--- src/design/cpuPkg.sv ---
`default_nettype none

package cpuPkg;

    // Datapath and register file sizing
    localparam int dataW = 32;
    localparam int regIdW = 5;
    localparam int regCount = 1 << regIdW;
    localparam int immW = 16;

    // First fetch address out of reset
    localparam logic [dataW-1:0] resetPc = 32'h0040_0000;

    // Hardwired zero register
    localparam logic [regIdW-1:0] regZero = '0;

    // Primary opcodes, inst[31:26]
    typedef enum logic [5:0] {
        rType = 6'h00,
        beq   = 6'h04,
        bne   = 6'h05,
        addi  = 6'h08,
        addiu = 6'h09,
        slti  = 6'h0A,
        andi  = 6'h0C,
        ori   = 6'h0D,
        lui   = 6'h0F,
        lw    = 6'h23,
        sw    = 6'h2B
    } opcodeE;

    // R-type funct field, inst[5:0]
    typedef enum logic [5:0] {
        fnAdd  = 6'h20,
        fnAddu = 6'h21,
        fnSub  = 6'h22,
        fnSubu = 6'h23,
        fnAnd  = 6'h24,
        fnOr   = 6'h25,
        fnXor  = 6'h26,
        fnNor  = 6'h27,
        fnSlt  = 6'h2A
    } functE;

    typedef enum logic [3:0] {
        aluAdd = 4'd0,
        aluSub = 4'd1,
        aluAnd = 4'd2,
        aluOr  = 4'd3,
        aluXor = 4'd4,
        aluNor = 4'd5,
        aluSlt = 4'd6,
        aluLui = 4'd7
    } aluOpE;

    // Operand source seen by the EX stage
    typedef enum logic [1:0] {
        fwdNone  = 2'd0,
        fwdExMem = 2'd1,
        fwdMemWb = 2'd2
    } fwdSelE;

endpackage

`default_nettype wire

--- src/design/instDecoder.sv ---
`timescale 1ns/10ps
`default_nettype none

module instDecoder (
    input  logic [cpuPkg::dataW-1:0] inst,
    output logic                     regDst,
    output logic                     regWrite,
    output logic                     aluSrcImm,
    output logic                     memRead,
    output logic                     memWrite,
    output logic                     memToReg,
    output logic                     branch,
    output logic                     branchEq,
    output cpuPkg::aluOpE            aluOp,
    output logic                     signedOp
);

    cpuPkg::opcodeE opcode;
    cpuPkg::functE  funct;
    logic           functKnown;

    assign opcode = cpuPkg::opcodeE'(inst[31:26]);
    assign funct  = cpuPkg::functE'(inst[5:0]);

    // Main control, by instruction class
    always_comb begin
        regDst    = 1'b0;
        regWrite  = 1'b0;
        aluSrcImm = 1'b0;
        memRead   = 1'b0;
        memWrite  = 1'b0;
        memToReg  = 1'b0;
        branch    = 1'b0;
        branchEq  = 1'b0;
        case (opcode)
            cpuPkg::rType: begin
                regDst   = 1'b1;
                // Unsupported funct retires as a no-op
                regWrite = functKnown;
            end
            cpuPkg::lw: begin
                regWrite  = 1'b1;
                aluSrcImm = 1'b1;
                memRead   = 1'b1;
                memToReg  = 1'b1;
            end
            cpuPkg::sw: begin
                aluSrcImm = 1'b1;
                memWrite  = 1'b1;
            end
            cpuPkg::beq, cpuPkg::bne: begin
                branch   = 1'b1;
                branchEq = (opcode == cpuPkg::beq);
            end
            cpuPkg::addi, cpuPkg::addiu, cpuPkg::andi,
            cpuPkg::ori, cpuPkg::slti, cpuPkg::lui: begin
                regWrite  = 1'b1;
                aluSrcImm = 1'b1;
            end
            default: begin
                regWrite = 1'b0;
            end
        endcase
    end

    // ALU operation from funct or opcode
    always_comb begin
        aluOp      = cpuPkg::aluAdd;
        signedOp   = 1'b0;
        functKnown = 1'b1;
        case (opcode)
            cpuPkg::rType: begin
                case (funct)
                    cpuPkg::fnAdd: signedOp = 1'b1;
                    cpuPkg::fnAddu: aluOp = cpuPkg::aluAdd;
                    cpuPkg::fnSub: begin
                        aluOp    = cpuPkg::aluSub;
                        signedOp = 1'b1;
                    end
                    cpuPkg::fnSubu: aluOp = cpuPkg::aluSub;
                    cpuPkg::fnAnd: aluOp = cpuPkg::aluAnd;
                    cpuPkg::fnOr: aluOp = cpuPkg::aluOr;
                    cpuPkg::fnXor: aluOp = cpuPkg::aluXor;
                    cpuPkg::fnNor: aluOp = cpuPkg::aluNor;
                    cpuPkg::fnSlt: begin
                        aluOp    = cpuPkg::aluSlt;
                        signedOp = 1'b1;
                    end
                    default: functKnown = 1'b0;
                endcase
            end
            // Branch compares by subtraction
            cpuPkg::beq, cpuPkg::bne: aluOp = cpuPkg::aluSub;
            cpuPkg::addi: signedOp = 1'b1;
            cpuPkg::andi: aluOp = cpuPkg::aluAnd;
            cpuPkg::ori: aluOp = cpuPkg::aluOr;
            cpuPkg::slti: begin
                aluOp    = cpuPkg::aluSlt;
                signedOp = 1'b1;
            end
            cpuPkg::lui: aluOp = cpuPkg::aluLui;
            default: aluOp = cpuPkg::aluAdd;
        endcase
    end

endmodule

`default_nettype wire

--- src/design/regFile.sv ---
`timescale 1ns/10ps
`default_nettype none

module regFile (
    input  logic                      iClk,
    input  logic                      iRst_n,
    input  logic [cpuPkg::regIdW-1:0] rdIdA,
    input  logic [cpuPkg::regIdW-1:0] rdIdB,
    output logic [cpuPkg::dataW-1:0]  rdDataA,
    output logic [cpuPkg::dataW-1:0]  rdDataB,
    input  logic [cpuPkg::regIdW-1:0] wrId,
    input  logic [cpuPkg::dataW-1:0]  wrData,
    input  logic                      wrEn
);

    logic [cpuPkg::dataW-1:0] regs [cpuPkg::regCount];
    logic                     wrLive;

    // Register zero never takes a write
    assign wrLive = wrEn && (wrId != cpuPkg::regZero);

    always_ff @(posedge iClk or negedge iRst_n) begin
        if (!iRst_n) begin
            for (int i = 0; i < cpuPkg::regCount; i++) begin
                regs[i] <= '0;
            end
        end else if (wrLive) begin
            regs[wrId] <= wrData;
        end
    end

    // Write-through so WB and ID can share a cycle
    assign rdDataA = (wrLive && wrId == rdIdA) ? wrData : regs[rdIdA];
    assign rdDataB = (wrLive && wrId == rdIdB) ? wrData : regs[rdIdB];

endmodule

`default_nettype wire

--- src/design/alu.sv ---
`timescale 1ns/10ps
`default_nettype none

module alu (
    input  logic [cpuPkg::dataW-1:0] a,
    input  logic [cpuPkg::dataW-1:0] b,
    input  cpuPkg::aluOpE            op,
    input  logic                     signedOp,
    output logic [cpuPkg::dataW-1:0] result,
    output logic                     zero
);

    logic lessThan;

    // Only slt cares about signedness, overflow is ignored
    assign lessThan = signedOp ? ($signed(a) < $signed(b)) : (a < b);

    always_comb begin
        case (op)
            cpuPkg::aluAdd: result = a + b;
            cpuPkg::aluSub: result = a - b;
            cpuPkg::aluAnd: result = a & b;
            cpuPkg::aluOr: result = a | b;
            cpuPkg::aluXor: result = a ^ b;
            cpuPkg::aluNor: result = ~(a | b);
            cpuPkg::aluSlt: result = {{(cpuPkg::dataW-1){1'b0}}, lessThan};
            // Immediate into the upper half
            cpuPkg::aluLui: begin
                result = {b[cpuPkg::immW-1:0], {(cpuPkg::dataW-cpuPkg::immW){1'b0}}};
            end
            default: result = a + b;
        endcase
    end

    // Equality test for beq/bne
    assign zero = (result == '0);

endmodule

`default_nettype wire

--- src/design/hazardUnit.sv ---
`timescale 1ns/10ps
`default_nettype none

module hazardUnit (
    input  logic [cpuPkg::regIdW-1:0] idRs,
    input  logic [cpuPkg::regIdW-1:0] idRt,
    input  logic [cpuPkg::regIdW-1:0] exRs,
    input  logic [cpuPkg::regIdW-1:0] exRt,
    input  logic [cpuPkg::regIdW-1:0] exMemWrId,
    input  logic [cpuPkg::regIdW-1:0] memWbWrId,
    input  logic                      exMemRead,
    input  logic                      exMemRegWrite,
    input  logic                      memWbRegWrite,
    input  logic                      branchTaken,
    output cpuPkg::fwdSelE            fwdA,
    output cpuPkg::fwdSelE            fwdB,
    output logic                      stallFront,
    output logic                      flushIfId,
    output logic                      flushIdEx
);

    logic loadUse;

    // Youngest producer first, never for register zero
    function automatic cpuPkg::fwdSelE pickSource(
        input logic [cpuPkg::regIdW-1:0] src,
        input logic [cpuPkg::regIdW-1:0] memId,
        input logic                      memWe,
        input logic [cpuPkg::regIdW-1:0] wbId,
        input logic                      wbWe
    );
        if (memWe && memId != cpuPkg::regZero && memId == src) begin
            return cpuPkg::fwdExMem;
        end
        if (wbWe && wbId != cpuPkg::regZero && wbId == src) begin
            return cpuPkg::fwdMemWb;
        end
        return cpuPkg::fwdNone;
    endfunction

    assign fwdA = pickSource(exRs, exMemWrId, exMemRegWrite, memWbWrId, memWbRegWrite);
    assign fwdB = pickSource(exRt, exMemWrId, exMemRegWrite, memWbWrId, memWbRegWrite);

    // Load in EX whose rt is read by the instruction in ID
    assign loadUse = exMemRead && (exRt != cpuPkg::regZero)
                     && (exRt == idRs || exRt == idRt);

    // A taken branch kills both shadow slots, overriding any stall
    assign flushIfId  = branchTaken;
    assign flushIdEx  = branchTaken || loadUse;
    assign stallFront = loadUse && !branchTaken;

endmodule

`default_nettype wire

--- src/design/pipeCore.sv ---
`timescale 1ns/10ps
`default_nettype none

module pipeCore (
    input  logic                     iClk,
    input  logic                     iRst_n,
    output logic [cpuPkg::dataW-1:0] oInstAddr,
    input  logic [cpuPkg::dataW-1:0] iInst,
    output logic [cpuPkg::dataW-1:0] oMemAddr,
    output logic [cpuPkg::dataW-1:0] oMemWrData,
    output logic                     oMemWrite,
    output logic                     oMemRead,
    input  logic [cpuPkg::dataW-1:0] iMemRdData
);

    // Fetch
    logic [cpuPkg::dataW-1:0] pc, fetchPcPlus4;
    // IF/ID
    logic [cpuPkg::dataW-1:0] ifIdInst, ifIdPcPlus4;
    // Decode
    logic idRegDst, idRegWrite, idAluSrcImm, idMemRead, idMemWrite;
    logic idMemToReg, idBranch, idBranchEq, idSignedOp;
    cpuPkg::aluOpE idAluOp;
    logic [cpuPkg::dataW-1:0] idRsData, idRtData;
    // ID/EX
    logic idExRegDst, idExRegWrite, idExAluSrcImm, idExMemRead, idExMemWrite;
    logic idExMemToReg, idExBranch, idExBranchEq, idExSignedOp;
    cpuPkg::aluOpE idExAluOp;
    logic [cpuPkg::dataW-1:0] idExRsData, idExRtData, idExPcPlus4;
    logic [cpuPkg::regIdW-1:0] idExRs, idExRt, idExRd;
    logic [cpuPkg::immW-1:0] idExImm;
    // Execute
    cpuPkg::fwdSelE fwdA, fwdB;
    logic [cpuPkg::dataW-1:0] exRsVal, exRtVal, exImm, exAluB, exAluOut;
    logic [cpuPkg::dataW-1:0] branchTarget;
    logic [cpuPkg::regIdW-1:0] exWrId;
    logic exZero, branchTaken, stallFront, flushIfId, flushIdEx;
    // EX/MEM
    logic exMemRegWrite, exMemMemRead, exMemMemWrite, exMemMemToReg;
    logic [cpuPkg::dataW-1:0] exMemAluOut, exMemStoreData;
    logic [cpuPkg::regIdW-1:0] exMemWrId;
    // MEM/WB
    logic memWbRegWrite;
    logic [cpuPkg::dataW-1:0] memWbData;
    logic [cpuPkg::regIdW-1:0] memWbWrId;

    function automatic logic [cpuPkg::dataW-1:0] fwdMux(
        input cpuPkg::fwdSelE           sel,
        input logic [cpuPkg::dataW-1:0] regVal,
        input logic [cpuPkg::dataW-1:0] memVal,
        input logic [cpuPkg::dataW-1:0] wbVal
    );
        case (sel)
            cpuPkg::fwdExMem: return memVal;
            cpuPkg::fwdMemWb: return wbVal;
            default: return regVal;
        endcase
    endfunction

    // Branch target goes out in the resolving cycle and is fetched again from PC
    assign oInstAddr    = branchTaken ? branchTarget : pc;
    assign fetchPcPlus4 = oInstAddr + 32'd4;

    always_ff @(posedge iClk or negedge iRst_n) begin
        if (!iRst_n) begin
            pc       <= cpuPkg::resetPc;
            ifIdInst <= '0;
        end else begin
            if (branchTaken) begin
                pc <= branchTarget;
            end else if (!stallFront) begin
                pc <= fetchPcPlus4;
            end
            if (flushIfId) begin
                ifIdInst <= '0;
            end else if (!stallFront) begin
                ifIdInst <= iInst;
            end
        end
    end

    always_ff @(posedge iClk) begin
        if (!stallFront) begin
            ifIdPcPlus4 <= fetchPcPlus4;
        end
    end

    instDecoder i_instDecoder (
        .inst      (ifIdInst),
        .regDst    (idRegDst),
        .regWrite  (idRegWrite),
        .aluSrcImm (idAluSrcImm),
        .memRead   (idMemRead),
        .memWrite  (idMemWrite),
        .memToReg  (idMemToReg),
        .branch    (idBranch),
        .branchEq  (idBranchEq),
        .aluOp     (idAluOp),
        .signedOp  (idSignedOp)
    );

    regFile i_regFile (
        .iClk    (iClk),
        .iRst_n  (iRst_n),
        .rdIdA   (ifIdInst[25:21]),
        .rdIdB   (ifIdInst[20:16]),
        .rdDataA (idRsData),
        .rdDataB (idRtData),
        .wrId    (memWbWrId),
        .wrData  (memWbData),
        .wrEn    (memWbRegWrite)
    );

    // Bits that make a slot a bubble
    always_ff @(posedge iClk or negedge iRst_n) begin
        if (!iRst_n) begin
            idExRegWrite <= 1'b0;
            idExMemRead  <= 1'b0;
            idExMemWrite <= 1'b0;
            idExBranch   <= 1'b0;
        end else if (flushIdEx) begin
            idExRegWrite <= 1'b0;
            idExMemRead  <= 1'b0;
            idExMemWrite <= 1'b0;
            idExBranch   <= 1'b0;
        end else begin
            idExRegWrite <= idRegWrite;
            idExMemRead  <= idMemRead;
            idExMemWrite <= idMemWrite;
            idExBranch   <= idBranch;
        end
    end

    always_ff @(posedge iClk) begin
        idExRegDst    <= idRegDst;
        idExAluSrcImm <= idAluSrcImm;
        idExMemToReg  <= idMemToReg;
        idExBranchEq  <= idBranchEq;
        idExAluOp     <= idAluOp;
        idExSignedOp  <= idSignedOp;
        idExRsData    <= idRsData;
        idExRtData    <= idRtData;
        idExPcPlus4   <= ifIdPcPlus4;
        idExRs        <= ifIdInst[25:21];
        idExRt        <= ifIdInst[20:16];
        idExRd        <= ifIdInst[15:11];
        idExImm       <= ifIdInst[15:0];
    end

    hazardUnit i_hazardUnit (
        .idRs          (ifIdInst[25:21]),
        .idRt          (ifIdInst[20:16]),
        .exRs          (idExRs),
        .exRt          (idExRt),
        .exMemWrId     (exMemWrId),
        .memWbWrId     (memWbWrId),
        .exMemRead     (idExMemRead),
        .exMemRegWrite (exMemRegWrite),
        .memWbRegWrite (memWbRegWrite),
        .branchTaken   (branchTaken),
        .fwdA          (fwdA),
        .fwdB          (fwdB),
        .stallFront    (stallFront),
        .flushIfId     (flushIfId),
        .flushIdEx     (flushIdEx)
    );

    // Operands after forwarding
    assign exRsVal = fwdMux(fwdA, idExRsData, exMemAluOut, memWbData);
    assign exRtVal = fwdMux(fwdB, idExRtData, exMemAluOut, memWbData);
    assign exImm   = {{(cpuPkg::dataW-cpuPkg::immW){idExImm[cpuPkg::immW-1]}}, idExImm};
    assign exAluB  = idExAluSrcImm ? exImm : exRtVal;
    assign exWrId  = idExRegDst ? idExRd : idExRt;

    alu i_alu (
        .a        (exRsVal),
        .b        (exAluB),
        .op       (idExAluOp),
        .signedOp (idExSignedOp),
        .result   (exAluOut),
        .zero     (exZero)
    );

    assign branchTaken  = idExBranch & (idExBranchEq ? exZero : ~exZero);
    assign branchTarget = idExPcPlus4 + {exImm[cpuPkg::dataW-3:0], 2'b00};

    always_ff @(posedge iClk or negedge iRst_n) begin
        if (!iRst_n) begin
            exMemRegWrite <= 1'b0;
            exMemMemRead  <= 1'b0;
            exMemMemWrite <= 1'b0;
            memWbRegWrite <= 1'b0;
        end else begin
            exMemRegWrite <= idExRegWrite;
            exMemMemRead  <= idExMemRead;
            exMemMemWrite <= idExMemWrite;
            memWbRegWrite <= exMemRegWrite;
        end
    end

    always_ff @(posedge iClk) begin
        exMemMemToReg  <= idExMemToReg;
        exMemAluOut    <= exAluOut;
        exMemStoreData <= exRtVal;
        exMemWrId      <= exWrId;
        // Load data or ALU result chosen in MEM
        memWbData      <= exMemMemToReg ? iMemRdData : exMemAluOut;
        memWbWrId      <= exMemWrId;
    end

    assign oMemAddr   = exMemAluOut;
    assign oMemWrData = exMemStoreData;
    assign oMemWrite  = exMemMemWrite;
    assign oMemRead   = exMemMemRead;

endmodule

`default_nettype wire

--- config.mk ---
export PLATFORM = sky130hd
export DESIGN_NAME = pipeCore
export DESIGN_NICKNAME = d
export VERILOG_FILES = /design/src/design/cpuPkg.sv /design/src/design/instDecoder.sv /design/src/design/regFile.sv /design/src/design/alu.sv /design/src/design/hazardUnit.sv /design/src/design/pipeCore.sv
export SDC_FILE = /design/constraint.sdc
export NUM_CORES = 2
export LEC_CHECK = 0
export BUFFER_PORTS_ARGS = -buffer_cell sky130_fd_sc_hd__buf_2
export CAP_MARGIN = 10
export CORE_MARGIN = 3
export CORE_UTILIZATION = 40
export DETAILED_ROUTE_END_ITERATION = 12
export PLACE_DENSITY = 0.66
export SETUP_SLACK_MARGIN = 0.3
export SLEW_MARGIN = 10
export SYNTH_ARGS = -nofsm -noshare
export SYNTH_HDL_FRONTEND = slang
export SYNTH_SLANG_ARGS = --single-unit
--- constraint.sdc ---
create_clock -name iClk -period 11.4 [get_ports iClk]
set_input_delay 1.14 -clock iClk [delete_from_list [all_inputs] [get_ports iClk]]
set_output_delay 1.14 -clock iClk [all_outputs]
set_load 0.02 [all_outputs]
==> report_table.html <==
<table>
<tr><th>Metric</th><th>Value</th></tr>
<tr><th colspan="2">Synthesis</th></tr>
<tr><td>Syn nets</td><td>5901</td></tr>
<tr><td>Distinct cells, synth</td><td>108</td></tr>
<tr><td>Top cell type's share of synthesized area</td><td>36.6%</td></tr>
<tr><td>Top cells by count, synth</td><td>sky130_fd_sc_hd__dfrtp_1 (1095), sky130_fd_sc_hd__mux2_2 (1032), sky130_fd_sc_hd__mux4_2 (641), sky130_fd_sc_hd__clkbuf_1 (400), sky130_fd_sc_hd__nand2_1 (325)</td></tr>
<tr><td>Top post-synthesis cells by area</td><td>sky130_fd_sc_hd__dfrtp_1 (37%), sky130_fd_sc_hd__mux4_2 (19%), sky130_fd_sc_hd__mux2_2 (16%), sky130_fd_sc_hd__dfxtp_1 (6.3%), sky130_fd_sc_hd__mux2i_1 (2.5%)</td></tr>
<tr><td>Number of flops mapped to enable cells by yosys</td><td>32</td></tr>
<tr><td>Cell type with the largest total area after synthesis</td><td>sky130_fd_sc_hd__dfrtp_1</td></tr>
<tr><td>Synthesized instance count</td><td>5716</td></tr>
<tr><td>FFs w/ async S/R, synth</td><td>80.3%</td></tr>
<tr><td>Post-synthesis instance area</td><td>74900 um2</td></tr>
<tr><td>Synthesized area per cell</td><td>13.1 um2</td></tr>
<tr><td>Most frequent cell after synthesis</td><td>sky130_fd_sc_hd__dfrtp_1</td></tr>
<tr><td>Post-synthesis sequential area ratio</td><td>44.2%</td></tr>
<tr><td>Main flop type after synthesis</td><td>sky130_fd_sc_hd__dfrtp_1</td></tr>
<tr><td>Post-synthesis register bit count</td><td>1365</td></tr>
<tr><td>Total of warnings raised by yosys</td><td>0</td></tr>
<tr><th colspan="2">Clock tree</th></tr>
<tr><td>Clock-pin slew on the worst setup and hold paths</td><td>60 ps</td></tr>
<tr><td>Clock tree from TritonCTS</td><td>built</td></tr>
<tr><td>H-tree lvl count</td><td>4</td></tr>
<tr><td>Deepest clock path buffer count</td><td>3</td></tr>
<tr><td>Clock buffer count from CTS</td><td>150</td></tr>
<tr><td>Root Buffer Master</td><td>sky130_fd_sc_hd__clkbuf_16</td></tr>
<tr><td>Sink Count</td><td>1365</td></tr>
<tr><td>Clock Latency Late Sink</td><td>800 ps</td></tr>
<tr><th colspan="2">Cells and area</th></tr>
<tr><td>Total of fill cells in the finished design</td><td>16600</td></tr>
<tr><td>Final net count</td><td>5844</td></tr>
<tr><td>Fraction of layout instances using a drive strength above 1</td><td>40.4%</td></tr>
<tr><td>Area overhead of the layout relative to synthesis</td><td>11.4%</td></tr>
<tr><th colspan="2">GRT</th></tr>
<tr><td>Maximum number of pins on one net before global-route repair</td><td>166</td></tr>
<tr><td>Number of antenna violations at the first check in global routing</td><td>10</td></tr>
<tr><td>Via count of the first global-routing pass</td><td>51500</td></tr>
<tr><td>Global router's overall resource usage</td><td>25.3%</td></tr>
<tr><td>Global-route wire length before repair</td><td>360 mm</td></tr>
<tr><td>Overflow left after global routing</td><td>0</td></tr>
<tr><th colspan="2">STA</th></tr>
<tr><td>Endpoints failing hold</td><td>0</td></tr>
<tr><td>Worst Skew</td><td>27.8 ps</td></tr>
<tr><td>Final setup violation count</td><td>0</td></tr>
<tr><td>Post-route minimum period</td><td>10500 ps</td></tr>
<tr><td>RSZ-0062 raised after global routing</td><td>no</td></tr>
<tr><td>Post-route clock period utilization</td><td>92.1%</td></tr>
<tr><td>Setup TNS after final layout</td><td>0 ps</td></tr>
<tr><td>Maximum achievable frequency</td><td>95.2 MHz</td></tr>
<tr><td>Headroom to the max-slew limit</td><td>13.5%</td></tr>
<tr><td>Worst Tran Pin Value</td><td>1300 ps</td></tr>
<tr><td>Total count of max-transition violations in the final report</td><td>0</td></tr>
<tr><th colspan="2">Routing</th></tr>
<tr><td>Total Wirelength</td><td>247 mm</td></tr>
<tr><td>Routed via count</td><td>51000</td></tr>
<tr><td>Violation count after the first detailed-route iteration</td><td>5251</td></tr>
<tr><td>Final antenna-violating net count</td><td>0</td></tr>
<tr><td>Post-detailed-route via-to-cell ratio</td><td>6.17</td></tr>
<tr><td># DRC</td><td>0</td></tr>
<tr><td>Router iterations before antenna repair</td><td>6</td></tr>
<tr><td>Post-detailed-route wirelength per cell</td><td>29.8 um</td></tr>
<tr><th colspan="2">Critical path</th></tr>
<tr><td>Critical Path Start Type</td><td>register</td></tr>
<tr><td>Worst endpoint data arrival time</td><td>9360 ps</td></tr>
<tr><td>Largest stage delay on the critical path</td><td>580 ps</td></tr>
<tr><td>Data required time of the critical path</td><td>10260 ps</td></tr>
<tr><td>Start-to-end type of the worst setup path</td><td>reg2out</td></tr>
<tr><td>Critical path buffers and inverters</td><td>4</td></tr>
<tr><td>CP Max Fanout</td><td>61</td></tr>
<tr><td>Delay-heaviest family, CP</td><td>compound AO/OA/AOI/OAI gates</td></tr>
<tr><td>Cell type of the slowest stage on the worst timing path</td><td>sky130_fd_sc_hd__dfxtp_2</td></tr>
<tr><td>Series of cell instances along the critical path</td><td>or2_2, o311a_1, nand2_8, mux2i_1, o21ai_0, mux2i_2, ha_1, nor2_1, inv_1, a311oi_1, a211o_1, a211oi_2, o221ai_2, a31oi_1, or4_4, a31oi_2, nand4_1, nor4b_2, a31o_2, and3_4, buf_6, mux2i_1, inv_1, buf_2</td></tr>
<tr><td>Endpoint class of the critical path</td><td>primary output</td></tr>
<tr><th colspan="2">Hold path</th></tr>
<tr><td>Min-Delay Path Class</td><td>reg2reg</td></tr>
<tr><th colspan="2">Outcome</th></tr>
<tr><td>Outcome</td><td>finished, final reports clean</td></tr>
<tr><th colspan="2">Run</th></tr>
<tr><td>Max-cap check violation count</td><td>0</td></tr>
<tr><th colspan="2">Die</th></tr>
<tr><td>Cell Rows</td><td>158</td></tr>
<tr><td>Die Span X</td><td>439 um</td></tr>
<tr><td>Initial standard-cell utilization of the core</td><td>40.3%</td></tr>
<tr><td>Number of top-level design ports</td><td>164</td></tr>
<tr><td>DIE AREA</td><td>192000 um2</td></tr>
<tr><td>Total core area</td><td>186000 um2</td></tr>
<tr><td>Die H</td><td>439 um</td></tr>
<tr><th colspan="2">Place</th></tr>
<tr><td>IO buf count</td><td>163</td></tr>
<tr><td>Half-perimeter wire length after placement</td><td>158 mm</td></tr>
<tr><td>GP Congestion</td><td>1.02</td></tr>
<tr><th colspan="2">Power and ir drop</th></tr>
<tr><td>Pwr Density</td><td>167 nW/um2</td></tr>
<tr><td>Leakage power total</td><td>37.0 nW</td></tr>
<tr><td>Total power draw</td><td>0.0140 W</td></tr>
<tr><td>Worst vdd ir</td><td>0.149 mV</td></tr>
</table>
==> cell type report <==
type | instances | area, um2 | area share [%]
Clock inverter | 48 | 594 | 0.712
Timing Repair Buffer | 310 | 2070 | 2.48
Tap cell | 2480 | 3100 | 3.72
Clock buffer | 229 | 4460 | 5.34
Antenna cell | 2 | 5.00 | 0.00600
Inverter | 135 | 507 | 0.607
Sequential cell | 1365 | 33200 | 39.8
Multi-Input combinational cell | 3697 | 39500 | 47.4
==> worst register-to-register path: cells and delay by family (launching register included) <==
kind | cells | cell delay, ps
AO/OA/AOI/OAI | 10 | 2900
XOR/XNOR | 1 | 150
adder cells (fa/ha/maj) | 2 | 860
buffers and inverters | 2 | 180
flip-flops | 1 | 580
multiplexers | 4 | 1150
AND/OR/NAND/NOR | 12 | 3980
==> final timing paths <==
path,startpoint,endpoint,slack [ps],cells after the start
setup reg to reg,memWbWrId[1]$_DFF_P_,pc[28]$_DFFE_PN0P_,1480,31
max in group asynchronous,iRst_n,i_regFile.regs[219]$_DFFE_PN0P_,8670,3
setup / recovery,memWbWrId[1]$_DFF_P_,oInstAddr[23],900,24
min in group asynchronous,iRst_n,i_regFile.regs[326]$_DFFE_PN0P_,400,1
hold / removal,idExMemToReg$_DFF_P_,exMemMemToReg$_DFF_P_,330,0
hold reg to reg,idExMemToReg$_DFF_P_,exMemMemToReg$_DFF_P_,330,0
==> cells in the final DEF (no fill, tap or decap), types with 19 or more instances in the layout <==
cell	instances
sky130_fd_sc_hd__o211ai_1	28
sky130_fd_sc_hd__buf_2	162
sky130_fd_sc_hd__and3_1	23
sky130_fd_sc_hd__inv_1	131
sky130_fd_sc_hd__clkbuf_16	154
sky130_fd_sc_hd__clkinv_2	22
sky130_fd_sc_hd__clkbuf_1	43
sky130_fd_sc_hd__xor2_1	39
sky130_fd_sc_hd__o31ai_1	19
sky130_fd_sc_hd__a21oi_1	143
sky130_fd_sc_hd__nand2_1	314
sky130_fd_sc_hd__clkbuf_8	32
sky130_fd_sc_hd__ha_1	117
sky130_fd_sc_hd__mux2i_1	183
sky130_fd_sc_hd__nor2_4	20
sky130_fd_sc_hd__xnor2_1	98
sky130_fd_sc_hd__edfxtp_1	32
sky130_fd_sc_hd__dfxtp_1	231
sky130_fd_sc_hd__nor2_1	213
sky130_fd_sc_hd__mux4_2	641
sky130_fd_sc_hd__o21bai_1	19
sky130_fd_sc_hd__nand3_1	58
sky130_fd_sc_hd__dfrtp_1	1085
sky130_fd_sc_hd__a21o_1	28
sky130_fd_sc_hd__o21ai_0	253
sky130_fd_sc_hd__nand4_1	21
sky130_fd_sc_hd__o22ai_1	24
sky130_fd_sc_hd__mux2_2	1032
sky130_fd_sc_hd__buf_4	135
sky130_fd_sc_hd__a31oi_1	22
sky130_fd_sc_hd__nor3_1	56
==> metrics by stage <==
step	std cells	hold WS (ps)	area [um2]	util (%)	setup slack (ps)
2_1_floorplan	5716	310	74900	-	2180
3_3_place_gp	7976	317	78300	42.1	913
3_5_place_dp	7976	314	78300	42.1	830
4_1_cts	8253	328	83300	44.8	356
5_1_grt	8265	340	83400	44.9	395
6_report	8266	326	83400	44.9	895
==> flip-flops by register name (all words and copies together) (netlist names), 3 cells and up <==
| signal | count |
|---|---|
| idExAluOp | 3 |
| idExRtData | 32 |
| idExImm | 16 |
| ifIdPcPlus4 | 32 |
| idExRt | 5 |
| idExRs | 5 |
| idExPcPlus4 | 32 |
| idExRsData | 32 |
| oMemAddr | 32 |
| pc | 32 |
| memWbData | 32 |
| oMemWrData | 32 |
| ifIdInst | 32 |
| memWbWrId | 5 |
| i_regFile.regs | 1024 |
| exMemWrId | 5 |
==> cell families after synthesis <==
| logic type | Yosys count | share of synthesized area (%) |
|---|---|---|
| buffers and inverters | 656 | 3.36 |
| xor gates and xnor gates | 137 | 1.60 |
| DFF | 1365 | 44.2 |
| AOI/OAI and AO/OA | 723 | 6.24 |
| muxes | 1858 | 37.3 |
| and+or+nand+nor | 858 | 5.28 |
| adders and majority gates | 119 | 2.01 |
==> metal layers <==
layer	global-route usage (%)	up-vias	part of all wire (%)
met3	5.01	523	8.1
met1	34.1	26800	41
met5	0	-	0.0057
met2	39.7	2268	47
met4	11.1	2	4.7
li1	-	21400	-
==> repair_timing <==
action	4_1_cts	5_1_grt
gates cloned	0	2
gates resized for setup	2	4
endpoints found under the setup margin	9	22
pin swaps	0	2
hold buffers	0	0
setup buffers	0	9
==> report_power, final <==
group / total, W / leakage [nW] / internal (W) / switching, W
combinational: 0.00315 / 17.2 / 0.00123 / 0.00193
clock: 0.00498 / 2.47 / 0.00288 / 0.00210
sequential: 0.00582 / 17.4 / 0.00534 / 0.000485
Note: power is estimated with default switching activity, not from simulation.
